$ cat config.mk
export PLATFORM = sky130hd
export DESIGN_NAME = adc_sampler_top
export DESIGN_NICKNAME = d
export VERILOG_FILES = /design/src/adc_pkg.sv /design/src/adc_sampler_top.sv /design/src/adc_apb_regs.sv /design/src/sample_averager.sv /design/src/trigger_sequencer.sv /design/src/adc_clk_div.sv
export SDC_FILE = /design/constraint.sdc
export NUM_CORES = 1
export LEC_CHECK = 0
export BUFFER_PORTS_ARGS = -buffer_cell sky130_fd_sc_hd__buf_2
export CAP_MARGIN = 20
export CORE_MARGIN = 3
export CORE_UTILIZATION = 51
export CTS_CLUSTER_DIAMETER = 30
export DETAILED_ROUTE_END_ITERATION = 6
export GPL_ROUTABILITY_DRIVEN = 0
export HOLD_SLACK_MARGIN = 0.06
export PLACE_DENSITY = 0.76
export SLEW_MARGIN = 20
export SYNTH_ARGS = -nofsm -noshare
export SYNTH_HDL_FRONTEND = slang
export SYNTH_SLANG_ARGS = --single-unit
$ cat constraint.sdc
create_clock -name clk -period 3.1 [get_ports clk]
set_clock_uncertainty 0.1 [all_clocks]
set_input_delay 0.775 -clock clk [delete_from_list [all_inputs] [get_ports clk]]
set_output_delay 0.775 -clock clk [all_outputs]
set_load 0.005 [all_outputs]
$ cat src/adc_pkg.sv
// acquisition controller definitions
package adc_pkg;

	// converter and averaging
	localparam int SAMPLE_W   = 14;
	localparam int MEAN_W     = 16;
	localparam int NUM_PHASES = 5;
	localparam int NUM_REPS   = 4;
	localparam int REP_W      = $clog2(NUM_REPS);
	localparam int MEAN_SHIFT = $clog2(NUM_REPS);      // sum of four, divide by four

	// trigger channels
	localparam int NUM_CH = 4;
	localparam int SEL_W  = 3;                         // 4..7 selects nothing

	// timing in clk cycles
	localparam int CLK_DIV    = 20;                    // converter clock period
	localparam int GND_CYCLES = 20;
	localparam int VDD_CYCLES = 10;
	localparam int CNT_W      = 5;                     // step counter, holds up to 31

	localparam logic [CNT_W-1:0] PHASE_DELAY [NUM_PHASES] =
		'{5'd20, 5'd19, 5'd18, 5'd17, 5'd16};          // shrinks by one per phase

	// apb register map
	localparam int APB_ADDR_W = 8;
	localparam int APB_DATA_W = 32;

	localparam logic [APB_ADDR_W-1:0] ADDR_CTRL   = 8'h00;
	localparam logic [APB_ADDR_W-1:0] ADDR_STATUS = 8'h04;
	localparam logic [APB_ADDR_W-1:0] ADDR_MEAN0  = 8'h08; // five words up to 0x18

	localparam int CTRL_START_BIT  = 0;
	localparam int CTRL_SEL_LSB    = 4;
	localparam int STATUS_BUSY_BIT = 0;
	localparam int STATUS_DONE_BIT = 1;

	typedef logic [2:0] phase_t;

endpackage
$ cat src/adc_sampler_top.sv
// acquisition controller top level
`timescale 1ns/1ps

module adc_sampler_top
	import adc_pkg::*;
(
	input  logic                  clk,
	input  logic                  rst,
	input  logic                  psel,
	input  logic                  penable,
	input  logic                  pwrite,
	input  logic [APB_ADDR_W-1:0] paddr,
	input  logic [APB_DATA_W-1:0] pwdata,
	output logic [APB_DATA_W-1:0] prdata,
	output logic                  pready,
	output logic                  pslverr,
	input  logic [SAMPLE_W-1:0]   bn,
	output logic                  adc_clk,
	output logic [NUM_CH-1:0]     trigger_vdd,
	output logic [NUM_CH-1:0]     trigger_gnd,
	output logic                  end_flag
);

	logic              tick;
	logic              start;
	logic [SEL_W-1:0]  sel;
	logic              busy;
	logic              done;
	logic              clear;
	logic              capture;
	phase_t            phase;
	logic [MEAN_W-1:0] mean [NUM_PHASES];

	adc_clk_div u_clk_div (
		.clk(clk), .rst(rst),
		.adc_clk(adc_clk), .tick(tick)
	);

	trigger_sequencer u_sequencer (
		.clk(clk), .rst(rst),
		.start(start), .sel(sel), .tick(tick),
		.trigger_vdd(trigger_vdd), .trigger_gnd(trigger_gnd),
		.busy(busy), .done(done),
		.clear(clear), .capture(capture), .phase(phase)
	);

	sample_averager u_averager (
		.clk(clk), .rst(rst),
		.clear(clear), .capture(capture), .phase(phase),
		.bn(bn), .mean(mean)
	);

	adc_apb_regs u_regs (
		.clk(clk), .rst(rst),
		.psel(psel), .penable(penable), .pwrite(pwrite),
		.paddr(paddr), .pwdata(pwdata),
		.prdata(prdata), .pready(pready), .pslverr(pslverr),
		.busy(busy), .done(done), .mean(mean),
		.start(start), .sel(sel), .end_flag(end_flag)
	);

endmodule

$ cat src/adc_apb_regs.sv
// apb control and status registers
`timescale 1ns/1ps

module adc_apb_regs
	import adc_pkg::*;
(
	input  logic                  clk,
	input  logic                  rst,
	input  logic                  psel,
	input  logic                  penable,
	input  logic                  pwrite,
	input  logic [APB_ADDR_W-1:0] paddr,
	input  logic [APB_DATA_W-1:0] pwdata,
	output logic [APB_DATA_W-1:0] prdata,
	output logic                  pready,
	output logic                  pslverr,
	input  logic                  busy,
	input  logic                  done,
	input  logic [MEAN_W-1:0]     mean [NUM_PHASES],
	output logic                  start,
	output logic [SEL_W-1:0]      sel,
	output logic                  end_flag
);

	logic                  access;    // apb access phase
	logic                  hit_ctrl;
	logic                  hit_status;
	logic                  hit_mean;
	logic [APB_DATA_W-1:0] mean_rdata;
	logic                  done_q;
	logic                  ctrl_wr;

	assign access     = psel && penable;
	assign hit_ctrl   = (paddr == ADDR_CTRL);
	assign hit_status = (paddr == ADDR_STATUS);
	assign ctrl_wr    = access && pwrite && hit_ctrl;

	always_comb begin
		hit_mean   = 1'b0;
		mean_rdata = '0;
		for (int i = 0; i < NUM_PHASES; i++) begin
			if (paddr == ADDR_MEAN0 + APB_ADDR_W'(4 * i)) begin
				hit_mean   = 1'b1;
				mean_rdata = APB_DATA_W'(mean[i]);
			end
		end
	end

	always_comb begin
		prdata = '0;
		if (hit_ctrl) begin
			prdata[CTRL_SEL_LSB +: SEL_W] = sel;     // start bit reads 0
		end else if (hit_status) begin
			prdata[STATUS_BUSY_BIT] = busy;
			prdata[STATUS_DONE_BIT] = done_q;
		end else if (hit_mean) begin
			prdata = mean_rdata;
		end
	end

	assign pready  = 1'b1;
	assign pslverr = access && (pwrite ? !hit_ctrl : !(hit_ctrl || hit_status || hit_mean));

	always_ff @(posedge clk) begin
		if (rst) begin
			sel   <= '0;
			start <= 1'b0;
		end else begin
			start <= ctrl_wr && pwdata[CTRL_START_BIT] && !busy; // ignored mid run
			if (ctrl_wr) begin
				sel <= pwdata[CTRL_SEL_LSB +: SEL_W];
			end
		end
	end

	// sticky done, cleared by the next start
	always_ff @(posedge clk) begin
		if (rst) begin
			done_q <= 1'b0;
		end else if (done) begin
			done_q <= 1'b1;
		end else if (start) begin
			done_q <= 1'b0;
		end
	end

	assign end_flag = done_q;

	a_penable_in_psel: assert property (@(posedge clk) disable iff (rst)
		penable |-> psel);

endmodule

$ cat src/sample_averager.sv
// per phase sample averager
`timescale 1ns/1ps

module sample_averager
	import adc_pkg::*;
(
	input  logic                clk,
	input  logic                rst,
	input  logic                clear,
	input  logic                capture,
	input  phase_t              phase,
	input  logic [SAMPLE_W-1:0] bn,
	output logic [MEAN_W-1:0]   mean [NUM_PHASES]
);

	logic [MEAN_W-1:0] sum;       // running sum of the current phase
	logic [MEAN_W-1:0] sum_next;
	logic [REP_W-1:0]  cnt;
	logic              last;

	assign sum_next = sum + MEAN_W'(bn);
	assign last     = capture && (cnt == REP_W'(NUM_REPS - 1));

	always_ff @(posedge clk) begin
		if (rst) begin
			cnt <= '0;
		end else if (clear || last) begin
			cnt <= '0;
		end else if (capture) begin
			cnt <= cnt + 1'b1;
		end
	end

	always_ff @(posedge clk) begin
		if (clear || last) begin
			sum <= '0;
		end else if (capture) begin
			sum <= sum_next;
		end
	end

	// four 14 bit words never overflow the 16 bit sum
	always_ff @(posedge clk) begin
		if (rst) begin
			for (int i = 0; i < NUM_PHASES; i++) begin
				mean[i] <= '0;
			end
		end else if (last) begin
			for (int i = 0; i < NUM_PHASES; i++) begin
				if (phase == phase_t'(i)) begin
					mean[i] <= sum_next >> MEAN_SHIFT;
				end
			end
		end
	end

endmodule

$ cat src/trigger_sequencer.sv
// phase and trigger sequencer
`timescale 1ns/1ps

module trigger_sequencer
	import adc_pkg::*;
(
	input  logic              clk,
	input  logic              rst,
	input  logic              start,
	input  logic [SEL_W-1:0]  sel,
	input  logic              tick,
	output logic [NUM_CH-1:0] trigger_vdd,
	output logic [NUM_CH-1:0] trigger_gnd,
	output logic              busy,
	output logic              done,
	output logic              clear,
	output logic              capture,
	output phase_t            phase
);

	typedef enum logic [2:0] {
		S_IDLE,
		S_ALIGN,
		S_GROUND,
		S_DELAY,
		S_FIRE
	} state_t;

	state_t            state;
	logic [CNT_W-1:0]  step;      // cycles spent in the current step
	logic [REP_W-1:0]  rep;
	logic [SEL_W-1:0]  sel_q;     // channel held for the whole run
	logic [NUM_CH-1:0] ch_mask;
	logic              step_end;
	logic              last_rep;
	logic              last_phase;

	assign last_rep   = (rep == REP_W'(NUM_REPS - 1));
	assign last_phase = (phase == phase_t'(NUM_PHASES - 1));

	always_comb begin
		case (state)
			S_GROUND: step_end = (step == CNT_W'(GND_CYCLES - 1));
			S_DELAY:  step_end = (step == PHASE_DELAY[phase] - 1'b1);
			S_FIRE:   step_end = (step == CNT_W'(VDD_CYCLES - 1));
			default:  step_end = 1'b0;
		endcase
	end

	always_comb begin
		for (int i = 0; i < NUM_CH; i++) begin
			ch_mask[i] = (sel_q == SEL_W'(i)); // out of range select leaves mask empty
		end
	end

	assign trigger_gnd = (state == S_GROUND) ? ch_mask : '0;
	assign trigger_vdd = (state == S_FIRE) ? ch_mask : '0;
	assign busy        = (state != S_IDLE);
	assign clear       = start;
	assign capture     = (state == S_FIRE) && step_end; // last cycle of the pulse

	always_ff @(posedge clk) begin
		if (clear) begin
			sel_q <= sel;
		end
	end

	always_ff @(posedge clk) begin
		if (rst) begin
			state <= S_IDLE;
			step  <= '0;
			rep   <= '0;
			phase <= '0;
			done  <= 1'b0;
		end else begin
			done <= capture && last_rep && last_phase;
			case (state)
				S_IDLE: begin
					if (start) begin
						rep   <= '0;
						phase <= '0;
						state <= S_ALIGN;
					end
				end
				S_ALIGN: begin
					step <= '0;
					if (tick) begin
						state <= S_GROUND;
					end
				end
				S_GROUND: begin
					step <= step_end ? '0 : step + 1'b1;
					if (step_end) begin
						state <= S_DELAY;
					end
				end
				S_DELAY: begin
					step <= step_end ? '0 : step + 1'b1;
					if (step_end) begin
						state <= S_FIRE;
					end
				end
				S_FIRE: begin
					step <= step_end ? '0 : step + 1'b1;
					if (step_end) begin
						state <= S_ALIGN;
						rep   <= last_rep ? '0 : rep + 1'b1;
						if (last_rep && last_phase) begin
							state <= S_IDLE;            // run complete
						end else if (last_rep) begin
							phase <= phase + 1'b1;
						end
					end
				end
				default: state <= S_IDLE;
			endcase
		end
	end

	// ground and supply never meet, not even back to back
	a_no_overlap: assert property (@(posedge clk) disable iff (rst)
		(|trigger_vdd) |-> !(|trigger_gnd) && !(|$past(trigger_gnd)));

	// capture closes a supply pulse of exactly full length
	a_capture_in_fire: assert property (@(posedge clk) disable iff (rst)
		capture |-> (state == S_FIRE) && ($past(state, VDD_CYCLES - 1) == S_FIRE)
			&& ($past(state, VDD_CYCLES) == S_DELAY));

endmodule

$ cat src/adc_clk_div.sv
// converter clock divider
`timescale 1ns/1ps

module adc_clk_div
	import adc_pkg::*;
(
	input  logic clk,
	input  logic rst,
	output logic adc_clk,
	output logic tick
);

	localparam int HALF = CLK_DIV / 2;

	logic [4:0] cnt;    // position within one converter period
	logic       rise;
	logic       fall;

	assign rise = (cnt == 5'(HALF - 1));
	assign fall = (cnt == 5'(CLK_DIV - 1));

	always_ff @(posedge clk) begin
		if (rst) begin
			cnt <= '0;
		end else if (fall) begin
			cnt <= '0;
		end else begin
			cnt <= cnt + 1'b1;
		end
	end

	// tick rides along with the first high cycle of adc_clk
	always_ff @(posedge clk) begin
		if (rst) begin
			adc_clk <= 1'b0;
			tick    <= 1'b0;
		end else begin
			tick <= rise;
			if (rise) begin
				adc_clk <= 1'b1;
			end else if (fall) begin
				adc_clk <= 1'b0;
			end
		end
	end

endmodule

Word level (Yosys, flattened, before mapping)
Memory sizes are Yosys's and may differ from the RTL's.
Cells that the tools add are included.
- RAM bits: 0
- input bits: 59
- flip-flop bits (word level): 117
- bits in read-only memories: 40
- word-level logic and storage cells: 141
- bits in latches: 0
- memories kept: 1
- output and inout port bits: 44
- memory list (memory ; depth ; bits a word ; rd ports ; clocked after Yosys merged registers in ; wr ports ; RTL line ; text):
    (no name shown) ; 8 ; 5 ; 1 ; 0 ; 0 ; trigger_sequencer.sv:44 ; S_DELAY: step_end = (step == PHASE_DELAY[phase] - 1'b1);
- divide/modulo/power cells: 0
- bitwise operators: 1
- add/subtract/negate cells: 7
- shift operators: 0
- muxes and demuxes: 44
- reductions and logical operators: 37
- equal/unequal tests: 31
- multiply operators: 0
- magnitude comparators: 1
- operators by type and width (operator ; count):
    14-bit two-way mux ; 6
    3-bit two-way mux ; 10
    30-bit two-way mux ; 1
    25-bit two-way mux ; 1
    8-bit by 5-bit equality test with 1-bit output (second input constant) ; 3
    3-bit by 2-bit equality test with 1-bit output (second input constant) ; 6
    16-bit by 14-bit adder with 16-bit output ; 1
    8-bit by 4-bit equality test with 1-bit output (second input constant) ; 2
    5-bit two-way mux ; 3
    3-bit one-hot mux with 5 select lines ; 1
    4-bit two-way mux ; 3
    1-bit logical AND ; 11
    1-bit two-way mux ; 11
    5-bit by 1-bit adder with 5-bit output (second input constant) ; 2
    5-bit by 4-bit equality test with 1-bit output (second input constant) ; 2
    5-bit equality test (second input constant) ; 2
    2-bit by 1-bit inequality test with 1-bit output (second input constant) ; 5
    5-bit one-hot mux with 2 select lines ; 1
    2-bit AND reduction ; 5
    5-bit AND reduction ; 2
    3-bit by 1-bit equality test with 1-bit output (second input constant) ; 3
    3-bit zero test ; 3
    8-bit by 3-bit equality test with 1-bit output (second input constant) ; 1
    8-bit zero test ; 1
    other kinds (20) ; 35

Logic depth before layout (Yosys ltp)
- word-level depth: 11
- depth in mapped cells: 14
- mapped depth without buffers: 12

By module
From an unflattened synthesis, not the netlist that was laid out.
- cells, all modules: 878
- area total of the unflattened synthesis: 7025.5 um^2
- modules (own cells, without submodules) (module ; area an instance (um^2) ; cells an instance ; instances ; sequential area each (um^2)):
    sample_averager ; 4140.2 ; 487 ; 1 ; 1761.7
    adc_apb_regs ; 1400.1 ; 216 ; 1 ; 100.1
    trigger_sequencer ; 1183.6 ; 145 ; 1 ; 370.4
    adc_clk_div ; 301.5 ; 30 ; 1 ; 140.1

Worst setup path before layout
Ideal clock, no wire load.
- kind: in2out
- start: input port paddr[7]
- end: output port prdata[0]
- required time: 2.225 ns
- path buffers: 0
- arrival time: 2.448 ns
- cell stages on the path: 6
- path slack: -0.223 ns
- cells stage by stage: nor3_1 -> nand2_1 -> nor4_2 -> mux4_2 -> o21ai_0 -> nand3_1
- longest elaborated chain between the ends: 9
- elaborated cells on any way between the ends: 20
- ends and longest elaborated chain (item ; RTL line ; text):
    from (decl) ; adc_sampler_top.sv:12 ; input logic [APB_ADDR_W-1:0] paddr,
    8-bit by 4-bit equality test with 1-bit output ; adc_apb_regs.sv:42 ; if (paddr == ADDR_MEAN0 + APB_ADDR_W'(4 * i)) begin
    14-bit two-way mux or 1-bit two-way mux (tied branches) (5 in a row) ; adc_apb_regs.sv:42 ;
    14-bit two-way mux ; adc_apb_regs.sv:56 ; end else if (hit_mean) begin
    2-bit two-way mux ; adc_apb_regs.sv:53 ; end else if (hit_status) begin
    4-bit two-way mux (*) ; adc_apb_regs.sv:51 ; if (hit_ctrl) begin
    to (decl) ; adc_sampler_top.sv:14 ; output logic [APB_DATA_W-1:0] prdata,
Mark *: on every way between the ends. The rest lies on a longest branch, timed or not.

Worst setup path after layout
- start: input port paddr[7]
- end: output port prdata[6]
- longest elaborated chain between the ends: 9
- elaborated cells on any way between the ends: 20
- ends and longest elaborated chain (item ; RTL line):
    8-bit by 4-bit equality test with 1-bit output ; adc_apb_regs.sv:42
    14-bit two-way mux or 1-bit two-way mux (tied branches) (5 in a row) ; adc_apb_regs.sv:42
    14-bit two-way mux ; adc_apb_regs.sv:56
    30-bit two-way mux ; adc_apb_regs.sv:53
    3-bit two-way mux (*) ; adc_apb_regs.sv:51
Marks and branches as above.

==> summary.txt <==
Status
  – Run status: finished with violations
  – Failing checks: setup timing

Critical path
  – CP max stage cell: or4_4
  – Critical Path Sink Type: output pin
  – Reg2reg end: u_averager.sum[7]
  – Critical path depth: 9
  – Crit path top cell by count: buf_6
  – Worst Path Max Fanout: 6
  – Worst r2r src: u_sequencer.phase[0]
  – CP Data Required Time: 2.22 ns
  – Setup Crit Path Kind: in -> out
  – Max incr delay on CP: 0.46 ns
  – CP top delay family: simple AND/OR/NAND/NOR gates
  – Critical Path Source Type: input port
  – Crit-path cells: buf_6, nor3_4, nand2_2, buf_6, or4_4, buf_8, o32ai_4, o21ai_2, buf_2
  – Reg2Reg Depth: 13
  – Register-to-register setup slack: 0.13 ns
  – CP arrival: 2.41 ns
  – Buf/Inv on CP: 4

Timing
  – RSZ-0062 raised after global routing: yes
  – Final Max Tran Viols: 0
  – Headroom to the max-slew limit: 58.6%
  – Setup-failing EPs final: 13
  – Final Cycle Share: 106%
  – Worst-Margin Slew: 0.613 ns
  – Peak Freq: 0.304 GHz
  – Final Hold Violating Endpoints: 0
  – Hold WS: 0.355 ns
  – Setup ws final: -0.185 ns
  – Post-layout min period: 3.28 ns

Min path
  – Hold depth: 2
  – Worst min path class: reg -> reg
  – Hold Crit Start: u_clk_div.adc_clk
  – Hold Path Sink: u_clk_div.adc_clk

Synthesis
  – Synth top area share: 36.0%
  – Number of enable flip-flop cells after synthesis: 3
  – Post-synth top area cell: dfxtp_1
  – Ys async rst share: 0%
  – Post-synthesis sequential area ratio: 37.5%
  – #FFs+latches synth: 117
  – Main synth FF type: dfxtp_1
  – Yosys warns: 0
  – Distinct cells, synth: 69
  – Mean Syn Cell Area: 8.39 um^2
  – Synth top area cells: dfxtp_1, mux2i_1, nand2_1, nor2_1, ha_1
  – Post-Syn Area: 0.00633 mm^2
  – Leading cell types by count after synthesis: dfxtp_1, nand2_1, nor2_1, a21oi_1, mux2i_1
  – Cell count after synthesis: 755
  – Count leader, synth: dfxtp_1

Drt
  – Vias: 5,963
  – Post-DRT Antenna Nets: 0
  – Avg WL per Cell: 17.1 um
  – DRT iter0 DRCs: 463
  – Vias per inst: 5.76
  – Routed WL: 17.7 mm
  – Drt drc: 0
  – Detailed Routing Iterations Pass 1: 6

Clock tree
  – Worst-Skew Late Latency: 0.42 ns
  – CTS buffer count: 17
  – Max Buffers Root-to-Sink: 2
  – TritonCTS Sinks: 117
  – Clk root buf: clkbuf_16
  – H-tree levels: 4
  – Hold Buf Count CTS: 0
  – CTS tree: built
  – Clk slew on worst S/H paths: 0.06 ns

Floorplanning
  – Rows: 40
  – Die outline height: 117 um
  – Die area: 0.0138 mm^2
  – Core area: 0.0121 mm^2
  – # IOs: 103
  – Die width: 117 um
  – Initial Util: 52.5%

Finish
  – Area taken by flip-flops and latches: 0.00237 mm^2
  – Area growth, synth to finish: 24.3%
  – Fin nets: 940
  – Layout cells sized above 1: 23.7%
  – Area occupied by multi-input gates: 0.00379 mm^2
  – Filler cells: 948
  – Ant. Diodes: 0

Power and ir drop
  – Cell Pwr Density: 463 mW/mm^2
  – VDD IR max: 409 uV
  – Pwr Total: 3.64 mW
  – Leakage dissipation: 3.41 nW

Global routing
  – Global-route congestion overflow total: 0
  – Initial antenna violation count: 0
  – Total Routing Usage GR: 25.8%
  – Vias in the first global route: 5,910
  – Pin count of the biggest net entering global routing: 30
  – First-pass GRT wire length: 29.1 mm

Job
  – Max-cap violations: 0

Place
  – Port bufs: 55
  – Hpwl dp: 11.9 mm
[sequential cells by signal, indices dropped and copies added, names as in the netlist]
register           count
u_averager.cnt         2
u_averager.mean       70
u_averager.sum        16
u_clk_div.adc_clk      1
u_clk_div.cnt          5
u_clk_div.tick         1
u_regs.end_flag        1
u_regs.sel             3
u_regs.start           1
u_sequencer.done       1
u_sequencer.phase      3
u_sequencer.rep        2
u_sequencer.sel_q      3
u_sequencer.state      3
u_sequencer.step       5
[cell families after synthesis]
group | Yosys count | share of synthesized area [%]
AO/OA/AOI/OAI | 158 | 15.5
XOR/XNOR | 21 | 3.14
adder cells (fa/ha/maj) | 26 | 5.26
buffers and inverters | 77 | 6.30
flip-flops | 117 | 37.5
multiplexers | 57 | 9.29
other | 2 | 0.119
AND/OR/NAND/NOR | 297 | 23.0
[worst register-to-register path: stages, from the launching register on]
cell	delay [ns]
dfxtp_1	0.33
inv_1	0.06
ha_1	0.30
o21bai_1	0.21
ha_1	0.30
and3b_1	0.23
a22oi_1	0.07
o32ai_2	0.22
and4_4	0.30
buf_4	0.15
nand2_2	0.12
buf_6	0.18
a22oi_1	0.21
nor2_1	0.06
[placed cells by master (no fill, tap or decap), types with 5 or more instances in the layout]
| cell type | n |
|---|---|
| clkbuf_16 | 17 |
| a22oi_1 | 9 |
| mux2i_1 | 52 |
| o21ai_0 | 23 |
| o21ai_1 | 9 |
| nor2_1 | 94 |
| buf_4 | 59 |
| a222oi_1 | 5 |
| a31oi_1 | 7 |
| xnor2_1 | 12 |
| nand2_2 | 8 |
| buf_2 | 53 |
| nand3b_1 | 11 |
| nand2_1 | 95 |
| conb_1 | 19 |
| nor3_1 | 13 |
| a211oi_1 | 7 |
| or3_1 | 7 |
| xor2_1 | 7 |
| a21oi_1 | 59 |
| nand3_1 | 18 |
| buf_6 | 9 |
| dfxtp_1 | 114 |
| nand2b_1 | 11 |
| and3_1 | 5 |
| ha_1 | 25 |
| inv_1 | 15 |
[routing by layer]
layer | vias up | global-route usage [%] | routed length, um
met2 | 246 | 42.6 | 8630
met5 | - | 0 | 0
met1 | 2844 | 32.4 | 7280
met3 | 48 | 6.46 | 1280
met4 | 0 | 10.3 | 540
li1 | 2825 | - | -
[how the worst max path moves through the flow]
stage	startpoint	endpoint	slack [ns]
global placement	paddr[5]	prdata[0]	-0.33
finish	paddr[7]	prdata[6]	-0.18
floorplan	paddr[5]	prdata[0]	-0.04
CTS	paddr[7]	prdata[0]	-0.19
global route	paddr[7]	prdata[4]	-0.26
detailed placement	paddr[5]	prdata[0]	-0.35
[metrics by stage]
step           instance area [um^2]  TNS (ns)  worst slack, ns  util (%)  instances
3_5_place_dp                   7050     -3.57           -0.347      58.5        996
2_1_floorplan                  6420   -0.0409          -0.0409         -        772
5_1_grt                        7870     -2.41           -0.262      65.3       1036
6_report                       7870     -1.66           -0.185      65.3       1036
3_3_place_gp                   7050     -2.68           -0.330      58.5        996
4_1_cts                        7720     -1.57           -0.194      64.0       1032
[where the power goes]
part / switching [mW] / internal [mW]
Clock: 0.745 / 1.11
Combinational: 0.163 / 0.106
Sequential: 0.00555 / 1.52
Total: 0.914 / 2.73
[cell type report]
cell class | instances | area share (%)
clock buffers | 18 | 5.45
clock inverters | 14 | 1.62
inverters | 16 | 0.763
multi-input cells | 578 | 48.1
flip-flops and latches | 117 | 30.1
well taps | 168 | 2.67
repair buffers | 125 | 11.2
[repair_timing]
item | CTS | global route
endpoints found under the setup margin | 29 | 66
gates cloned | 1 | 0
buffers inserted | 3 | 4
resized for setup | 23 | 28
pin swaps | 12 | 13
Power figures use the tool's default switching activity.
